--- src/rtl/mvau_pkg.sv ---
`default_nettype none

package mvau_pkg;

   // Matrix and folding sizes
   localparam int MATRIX_W = 16;                           // Columns, one vector length
   localparam int MATRIX_H = 8;                            // Rows, one result per row
   localparam int SIMD     = 4;                            // Activations per input word
   localparam int PE       = 2;                            // Rows in parallel
   localparam int SF       = MATRIX_W / SIMD;              // Input words per vector
   localparam int NF       = MATRIX_H / PE;                // Passes per vector
   localparam int SF_T     = (SF > 1) ? $clog2(SF) : 1;    // sf counter width
   localparam int NF_T     = (NF > 1) ? $clog2(NF) : 1;    // nf counter width
   localparam int TILES    = NF * SF;                      // Tiles held per lane
   localparam int TILE_T   = (TILES > 1) ? $clog2(TILES) : 1;
   localparam int PE_T     = (PE > 1) ? $clog2(PE) : 1;    // Lane select width

   // Data widths
   localparam int TSRC_I   = 4;                            // Activation bits
   localparam int TW       = 4;                            // Weight bits
   localparam int TACC     = 16;                           // Accumulator bits
   localparam int TDST_I   = 8;                            // Result bits

   typedef logic signed [TSRC_I-1:0]      act_t;
   typedef logic signed [TW-1:0]          wgt_t;
   typedef logic [SIMD*TSRC_I-1:0]        in_word_t;       // Element 0 in low bits
   typedef logic [SIMD*TW-1:0]            wgt_tile_t;      // Same order as in_word_t
   typedef logic signed [TACC-1:0]        acc_t;
   typedef logic signed [TDST_I-1:0]      res_t;
   typedef logic [PE*TDST_I-1:0]          out_word_t;      // Lane 0 in low bits
   typedef logic [SF_T-1:0]               sf_cnt_t;
   typedef logic [NF_T-1:0]               nf_cnt_t;
   typedef logic [TILE_T-1:0]             tile_addr_t;     // nf*SF + sf
   typedef logic [PE_T-1:0]               pe_idx_t;

   // Clip limits of res_t, held at accumulator width
   localparam acc_t RES_MAX = acc_t'((2 ** (TDST_I - 1)) - 1);
   localparam acc_t RES_MIN = acc_t'(-(2 ** (TDST_I - 1)));

   // Fold controller states
   typedef enum logic [1:0] {
      IDLE,                                                // Waiting for a vector
      FIRST_PASS,                                          // Live words, buffer filling
      REPLAY                                               // Passes 1..NF-1 from buffer
   } ctrl_state_t;

endpackage

`default_nettype wire

--- src/rtl/mvau_inp_buffer.sv ---
`timescale 1ns/1ps
`default_nettype none

// Holds one input vector, SF words deep.
// Filled during pass 0 and read back for every later pass.
module mvau_inp_buffer
   import mvau_pkg::*;
(
   input  logic     clk,
   input  logic     wen,                 // Write strobe, pass 0
   input  logic     ren,                 // Read strobe, replay passes
   input  sf_cnt_t  addr,                // Word index inside the vector
   input  in_word_t wdata,               // Live input word
   output in_word_t rdata                // Valid one cycle after ren
);

   in_word_t mem [SF];                   // Vector storage

   // Write port
   always_ff @(posedge clk) begin
      if (wen) begin
         mem[addr] <= wdata;             // Capture live word
      end
   end

   // Registered read, lines up with weight memory latency
   always_ff @(posedge clk) begin
      if (ren) begin
         rdata <= mem[addr];             // Replay word
      end
   end

endmodule

`default_nettype wire

--- src/rtl/mvau_control.sv ---
`timescale 1ns/1ps
`default_nettype none

// Fold controller
// Pass 0 follows in_valid, passes 1..NF-1 replay the buffer one tile per cycle.
module mvau_control
   import mvau_pkg::*;
(
   input  logic       clk,
   input  logic       arst_n,
   input  logic       in_valid,          // Input word strobe
   input  in_word_t   in_data,
   output logic       buf_wen,           // Buffer write, pass 0
   output logic       buf_ren,           // Buffer read, replay
   output sf_cnt_t    buf_addr,
   input  in_word_t   buf_data,          // Buffer read data, one cycle late
   output tile_addr_t tile_addr,         // Weight memory read address
   output in_word_t   act_data,          // Activations at PE inputs
   output logic       tile_valid,        // Flags aligned to act_data
   output logic       tile_first,
   output logic       tile_last,
   output logic       busy               // Source must wait while high
);

   ctrl_state_t state;
   sf_cnt_t     sf_cnt;                  // Word index in the vector
   nf_cnt_t     nf_cnt;                  // Pass index
   logic        issue_live;              // Tile from live input
   logic        issue_rep;               // Tile from buffer
   logic        issue;
   logic        sf_wrap;                 // Last word of a pass
   logic        nf_wrap;                 // Last pass of a vector
   logic        live_sel;                // Select for act_data mux
   in_word_t    in_data_q;               // Live word, one cycle late

   assign issue_live = in_valid && (state != REPLAY);
   assign issue_rep  = (state == REPLAY);  // One tile every cycle
   assign issue      = issue_live || issue_rep;
   assign sf_wrap    = (sf_cnt == sf_cnt_t'(SF - 1));
   assign nf_wrap    = (nf_cnt == nf_cnt_t'(NF - 1));

   assign buf_wen   = issue_live;
   assign buf_ren   = issue_rep;
   assign buf_addr  = sf_cnt;
   assign tile_addr = tile_addr_t'(nf_cnt * SF + sf_cnt);  // Row block nf, column sf
   assign busy      = (state != IDLE);

   always_ff @(posedge clk or negedge arst_n) begin
      if (!arst_n) begin
         state      <= IDLE;
         sf_cnt     <= '0;
         nf_cnt     <= '0;
         tile_valid <= 1'b0;
         tile_first <= 1'b0;
         tile_last  <= 1'b0;
         live_sel   <= 1'b0;
      end else begin
         tile_valid <= issue;                        // Flags trail issue by one
         tile_first <= issue && (sf_cnt == '0);
         tile_last  <= issue && sf_wrap;
         live_sel   <= issue_live;
         if (issue) begin
            if (sf_wrap) begin
               sf_cnt <= '0;
               if (nf_wrap) begin
                  nf_cnt <= '0;
                  state  <= IDLE;                    // Vector done
               end else begin
                  nf_cnt <= nf_cnt + 1'b1;
                  state  <= REPLAY;                  // Next pass from buffer
               end
            end else begin
               sf_cnt <= sf_cnt + 1'b1;
               if (state == IDLE) begin
                  state <= FIRST_PASS;               // First word seen
               end
            end
         end
      end
   end

   // Matches the buffer read latency
   always_ff @(posedge clk) begin
      if (issue_live) begin
         in_data_q <= in_data;
      end
   end

   assign act_data = live_sel ? in_data_q : buf_data;  // Live in pass 0, else buffered

endmodule

`default_nettype wire

--- src/rtl/mvau_weight_mem.sv ---
`timescale 1ns/1ps
`default_nettype none

// Weight storage, one bank per PE lane.
// Row nf*PE+p sits in bank p at tiles nf*SF .. nf*SF+SF-1.
module mvau_weight_mem
   import mvau_pkg::*;
(
   input  logic       clk,
   input  logic       wgt_wen,           // Load strobe
   input  pe_idx_t    wgt_pe,            // Lane to load
   input  tile_addr_t wgt_addr,          // Tile to load
   input  wgt_tile_t  wgt_data,
   input  tile_addr_t tile_addr,         // Read address from controller
   output wgt_tile_t  wgt_tile [PE]      // One tile per lane, registered
);

   for (genvar p = 0; p < PE; p++) begin : bank

      wgt_tile_t mem [TILES];            // This lane's tiles
      logic      sel;                    // Lane hit on the write port

      assign sel = wgt_wen && (wgt_pe == pe_idx_t'(p));

      // Write port
      always_ff @(posedge clk) begin
         if (sel) begin
            mem[wgt_addr] <= wgt_data;
         end
      end

      // Read every cycle
      always_ff @(posedge clk) begin
         wgt_tile[p] <= mem[tile_addr];  // Ready with act_data
      end

   end

endmodule

`default_nettype wire

--- src/rtl/mvau_pe.sv ---
`timescale 1ns/1ps
`default_nettype none

// One PE lane
// SIMD multiplies, adder tree, accumulation over SF tiles.
module mvau_pe
   import mvau_pkg::*;
(
   input  logic      clk,
   input  logic      arst_n,
   input  logic      tile_valid,         // Tile present this cycle
   input  logic      tile_first,         // First tile of a row
   input  logic      tile_last,          // Last tile of a row
   input  in_word_t  act_data,
   input  wgt_tile_t wgt_tile,
   output acc_t      acc,                // Row sum
   output logic      acc_valid           // One cycle, acc is final
);

   act_t act_e [SIMD];                   // Unpacked activations
   wgt_t wgt_e [SIMD];                   // Unpacked weights
   acc_t prod_q [SIMD];                  // Registered products
   logic valid_q;
   logic first_q;
   logic last_q;
   acc_t tile_sum;

   // Pairwise reduction, leaves at SIMD-1 .. 2*SIMD-2
   function automatic acc_t tree_sum(input acc_t v [SIMD]);
      acc_t node [2*SIMD-1];
      for (int i = 0; i < SIMD; i++) begin
         node[SIMD-1+i] = v[i];
      end
      for (int i = SIMD - 2; i >= 0; i--) begin
         node[i] = node[2*i+1] + node[2*i+2];
      end
      return node[0];
   endfunction

   always_comb begin
      for (int i = 0; i < SIMD; i++) begin
         act_e[i] = act_data[i*TSRC_I +: TSRC_I];
         wgt_e[i] = wgt_tile[i*TW +: TW];
      end
   end

   // Product stage
   always_ff @(posedge clk) begin
      for (int i = 0; i < SIMD; i++) begin
         prod_q[i] <= acc_t'(act_e[i]) * acc_t'(wgt_e[i]);  // Signed, full width
      end
   end

   assign tile_sum = tree_sum(prod_q);

   always_ff @(posedge clk or negedge arst_n) begin
      if (!arst_n) begin
         valid_q   <= 1'b0;
         first_q   <= 1'b0;
         last_q    <= 1'b0;
         acc_valid <= 1'b0;
      end else begin
         valid_q   <= tile_valid;         // Flags ride with products
         first_q   <= tile_first;
         last_q    <= tile_last;
         acc_valid <= valid_q && last_q;
      end
   end

   // Accumulator, holds through input gaps
   always_ff @(posedge clk) begin
      if (valid_q) begin
         acc <= (first_q ? acc_t'(0) : acc) + tile_sum;  // Restart on new row
      end
   end

endmodule

`default_nettype wire

--- src/rtl/mvau_out_stage.sv ---
`timescale 1ns/1ps
`default_nettype none

// Clips lane sums to res_t and registers the output word
module mvau_out_stage
   import mvau_pkg::*;
(
   input  logic      clk,
   input  logic      arst_n,
   input  acc_t      acc [PE],           // Lane accumulators
   input  logic      acc_valid,          // Lane 0 valid, lanes in lockstep
   output logic      out_valid,          // One-cycle pulse per pass
   output out_word_t out_data
);

   out_word_t clip_word;                 // Packed clipped results

   // Saturate to the signed result range
   function automatic res_t clip(input acc_t a);
      if (a > RES_MAX) begin
         return res_t'(RES_MAX);
      end else if (a < RES_MIN) begin
         return res_t'(RES_MIN);
      end
      return res_t'(a);                  // In range, keep low bits
   endfunction

   always_comb begin
      for (int p = 0; p < PE; p++) begin
         clip_word[p*TDST_I +: TDST_I] = clip(acc[p]);  // Lane p to slice p
      end
   end

   always_ff @(posedge clk or negedge arst_n) begin
      if (!arst_n) begin
         out_valid <= 1'b0;
      end else begin
         out_valid <= acc_valid;
      end
   end

   always_ff @(posedge clk) begin
      if (acc_valid) begin
         out_data <= clip_word;          // Held until next pass
      end
   end

endmodule

`default_nettype wire

--- src/rtl/mvau.sv ---
`timescale 1ns/1ps
`default_nettype none

// Matrix-vector unit top
// SF input words per vector, NF passes give MATRIX_H clipped results.
module mvau
   import mvau_pkg::*;
(
   input  logic       clk,
   input  logic       arst_n,
   input  logic       in_valid,          // Input word strobe
   input  in_word_t   in_data,
   input  logic       wgt_wen,           // Weight load strobe
   input  pe_idx_t    wgt_pe,
   input  tile_addr_t wgt_addr,
   input  wgt_tile_t  wgt_data,
   output logic       out_valid,         // PE results of one pass
   output out_word_t  out_data,
   output logic       busy               // Vector in progress
);

   logic       buf_wen;
   logic       buf_ren;
   sf_cnt_t    buf_addr;
   in_word_t   buf_data;                 // Replayed word
   tile_addr_t tile_addr;
   in_word_t   act_data;                 // Shared by all lanes
   logic       tile_valid;
   logic       tile_first;
   logic       tile_last;
   wgt_tile_t  lane_wgt [PE];            // Per-lane weight tiles
   acc_t       lane_acc [PE];
   logic       lane_valid [PE];

   mvau_control u_control (
      .clk,
      .arst_n,
      .in_valid,
      .in_data,
      .buf_wen,
      .buf_ren,
      .buf_addr,
      .buf_data,
      .tile_addr,
      .act_data,
      .tile_valid,
      .tile_first,
      .tile_last,
      .busy
   );

   mvau_inp_buffer u_inp_buffer (
      .clk,
      .wen   (buf_wen),
      .ren   (buf_ren),
      .addr  (buf_addr),
      .wdata (in_data),
      .rdata (buf_data)
   );

   mvau_weight_mem u_weight_mem (
      .clk,
      .wgt_wen,
      .wgt_pe,
      .wgt_addr,
      .wgt_data,
      .tile_addr,
      .wgt_tile (lane_wgt)
   );

   for (genvar p = 0; p < PE; p++) begin : pe_lane
      mvau_pe u_pe (
         .clk,
         .arst_n,
         .tile_valid,
         .tile_first,
         .tile_last,
         .act_data,
         .wgt_tile  (lane_wgt[p]),
         .acc       (lane_acc[p]),
         .acc_valid (lane_valid[p])
      );
   end

   mvau_out_stage u_out_stage (
      .clk,
      .arst_n,
      .acc       (lane_acc),
      .acc_valid (lane_valid[0]),        // Lanes share timing
      .out_valid,
      .out_data
   );

endmodule

`default_nettype wire

--- config.mk ---
export PLATFORM = sky130hd
export DESIGN_NAME = mvau
export DESIGN_NICKNAME = d
export VERILOG_FILES = /design/src/rtl/mvau_pkg.sv /design/src/rtl/mvau_inp_buffer.sv /design/src/rtl/mvau_control.sv /design/src/rtl/mvau_weight_mem.sv /design/src/rtl/mvau_pe.sv /design/src/rtl/mvau_out_stage.sv /design/src/rtl/mvau.sv
export SDC_FILE = /design/constraint.sdc
export NUM_CORES = 1
export LEC_CHECK = 0
export BUFFER_PORTS_ARGS = -buffer_cell sky130_fd_sc_hd__buf_2
export CAP_MARGIN = 25
export CORE_ASPECT_RATIO = 0.9
export CORE_MARGIN = 1.5
export CORE_UTILIZATION = 36
export CTS_BUF_LIST = sky130_fd_sc_hd__clkbuf_8
export DETAILED_ROUTE_END_ITERATION = 8
export PLACE_DENSITY = 0.54
export SLEW_MARGIN = 40
export SYNTH_ARGS = -nofsm -noshare
export SYNTH_HDL_FRONTEND = slang
export SYNTH_SLANG_ARGS = --single-unit
--- constraint.sdc ---
create_clock -name clk -period 4.97 [get_ports clk]
set_input_delay 0.497 -clock clk [delete_from_list [all_inputs] [get_ports clk]]
set_output_delay 0.497 -clock clk [all_outputs]
set_load 0.02 [all_outputs]
==> metrics.md <==
| Metric | Value |
|---|---|
| Outcome | `finished clean` |
| Type of the most critical hold path | `in -> reg` |
| Synth Flop Type | `edfxtp_1` |
| Yosys warnings | `0` |
| F_max | `about 0.24 GHz` |
| Seq/Total Area, Yosys | `63.4%` |
| Clk sinks | `approximately 770` |
| Crit path launch type | `flop` |
| Via density per instance | `between 4 and 5` |
| Total via count in the routed design | `approximately 17k` |
| Layout Nets | `between 2k and 3k` |
| Initial antenna violation count | `14` |
| Post-synth ARST share | `around 2.0%` |
| Worst rel slew slack | `roughly 50%` |
| Worst Hold Launch | `wgt_data[14]` |
| Max-Cap Viols | `0` |
| Distinct cells, synth | `51` |
| Pre-antenna DRT Iters | `4` |
| Residual DRC count | `0` |
| Drt wl/cell | `between 20 and 25 um` |
| Core ar. | `0.0951 sq mm` |
| # rows | `roughly 110` |
| CTS tree | `built` |
| CP Max Fanout | `10` |
| Required time worst endpoint | `5.61 ns` |
| Final HPWL from detailed placement | `about 50000 um` |
| Worst-Margin Slew | `roughly 0.74 ns` |
| CTS Buf Count | `approximately 120` |
| 1st-iter DRT viols | `about 1.2k` |
| Ports | `between 50 and 60` |
| Vias in the first global route | `between 15k and 20k` |
| Post-Synthesis Cells | `roughly 2k` |
| Largest net degree at the start of global routing | `51` |
| Most common library cell in the layout ignoring fill and taps | `edfxtp_1` |
| Final Hold Fails | `0` |
| PostCTS Resize Cnt | `0` |
| Slowest cell delay on critical path | `between 0.6 and 0.7 ns` |
| Grt total ovfl | `0` |
| Die area | `0.0983 sq mm` |
| H-tree depth | `3` |
| Crit-path most repeated cell | `fa_1` |
| Final Critical Period | `4.17 ns` |
| Slowest cell on the critical path | `dfrtp_1` |
| Setup TNS | `0 ns` |
| First-pass GRT wire length | `roughly 110000 um` |
| Cells along the critical path | `mux2i_1 -> nand2b_1 -> fa_1 -> fa_1 -> fa_1 -> inv_1 -> ha_1 -> inv_1 -> fa_1 -> inv_1 -> a21o_1 -> a21oi_1 -> xnor2_1` |
| CTS root buf | `clkbuf_8` |
| Ratio of cells with drive above 1 in the final layout | `roughly a fifth` |
| Worst-path clk slew | `0.07 ns` |
| Starting Density | `a little over a third` |
| Post-layout util | `41.4%` |
| GR Util All Layers | `15.7%` |
| CP Launch Point | `u_control.live_sel` |
| Port Buf Inserts | `58` |
| Setup CP Type | `reg -> reg` |
| Slew Viols, Final | `0` |
| Max Clock Skew | `slightly below 0.06 ns` |
| CP endpoint kind | `flop` |
| Routed wire length | `approximately 76000 um` |
| DRT antenna net count | `0` |
| Worst Path Buf+Inv | `3` |
| Die Wd | `roughly 330 um` |
| Final Cycle Share | `a little over four fifths` |
| Most frequent cells in the layout | `edfxtp_1, inv_1, mux4_2, ha_1, fa_1` |
| Synthesized area | `between 0.03 and 0.04 sq mm` |
| Area growth syn-to-layout | `13.3%` |
| FF+latch count, synth | `approximately 770` |
| Synthesized Nets | `~2.3k` |
| WHS | `around 0.22 ns` |
| CTS max path bufs | `3` |
| Clk_lat worst skew | `about 0.8 ns` |
| Setup Viol. Count Final | `0` |
| WP data arrival | `4.81 ns` |
| RSZ-0062 raised after global routing | `no` |
| Post-synth EDFFs | `about 660` |
| R2R Path Start | `u_control.live_sel` |
| GP Congestion | `~0.84` |
| CP delay by family, top | `adder cells` |
| Avg Cell Area, Syn | `~17 sq um` |
| Die Ht | `around 300 um` |
per-stage QoR:
step           area [sq um]  setup WS [ns]  cells
5_1_grt               39300          0.557   3572
6_report              39300          0.800   3574
2_1_floorplan         34700          0.825   2015
3_5_place_dp          36800          0.828   3331
4_1_cts               39300          0.809   3572
3_3_place_gp          36800          0.868   3329
what timing repair did:
action | 4_1_cts | 5_1_grt
hold endpoints to repair | 96 | 0
setup endpoints to repair | 0 | 0
buffers inserted | 0 | 0
hold buffers | 18 | 0
metal layers:
| layer | part of all wire, % | GRT usage [%] | up-vias | routed length [um] |
|---|---|---|---|---|
| met3 | 5.1 | 3.49 | 122 | 3860 |
| met4 | 1.9 | 4.20 | 14 | 1450 |
| met5 | 0.11 | 0 | - | 85 |
| met2 | 47 | 24.8 | 352 | 35800 |
| li1 | - | - | 7851 | - |
| met1 | 46 | 21.9 | 8942 | 34600 |
cell usage after synthesis, types with 15 or more instances:
cell | n | area (sq um)
fa_1 | 134 | 2680
clkbuf_1 | 23 | 86.3
dfxtp_1 | 96 | 1920
dfrtp_1 | 15 | 375
edfxtp_1 | 656 | 19700
a21oi_1 | 43 | 215
xor2_1 | 19 | 166
inv_1 | 240 | 901
and2_1 | 19 | 119
mux4_2 | 175 | 3940
nor2b_1 | 74 | 463
nand2_1 | 67 | 251
o21ai_0 | 23 | 115
xnor2_1 | 63 | 552
nor2_1 | 50 | 188
nand2b_1 | 26 | 163
a21o_1 | 37 | 278
ha_1 | 135 | 1690
final cells by class:
class | instances | area, sq um
antenna | 2 | 5.00
sequential | 767 | 22000
clock inverter | 99 | 624
clock buffer | 124 | 1710
fill | 8564 | 55700
multi-input combinational | 954 | 11500
timing repair buffer | 135 | 976
inverter | 240 | 901
tap | 1253 | 1570
cell families (layout without fill, tap and decap cells):
| logic type | count (synthesis) | count (layout) | synth area share, % |
|---|---|---|---|
| flops | 767 | 767 | 63.4 |
| buf+inv | 294 | 598 | 3.42 |
| simple gates | 273 | 273 | 4.08 |
| fa+ha+maj | 269 | 269 | 12.6 |
| mux | 196 | 196 | 12.0 |
| compound gates | 134 | 134 | 2.44 |
| xor+xnor | 82 | 82 | 2.07 |
| other cells | 0 | 2 | 0 |
sequential cells by signal (all words and copies together), names as in the netlist, 2 cells and up:
signal                 count
u_control.in_data_q       16
u_out_stage.out_data      16
pe_lane.u_pe.prod_q       64
u_weight_mem.bank.mem    512
u_weight_mem.wgt_tile     32
pe_lane.u_pe.acc          32
u_control.buf_addr         2
u_control.state            2
u_control.nf_cnt           2
u_inp_buffer.mem          64
u_inp_buffer.rdata        16
path summary, 6_finish.rpt:
path,endpoint,slack [ns],depth (start not counted)
setup / recovery,pe_lane[0].u_pe.prod_q[62],0.80,13
hold / removal,u_weight_mem.bank[1].mem[5][14],0.22,1
setup reg to reg,pe_lane[0].u_pe.prod_q[62],0.80,13
hold reg to reg,pe_lane[1].u_pe.first_q,0.36,0
max in group asynchronous,u_control.buf_addr[1],4.32,2
min in group asynchronous,u_out_stage.out_valid,0.23,2
Power is not shown: default switching activity piles up to over one toggle a cycle in this logic, so the estimate is an artifact.
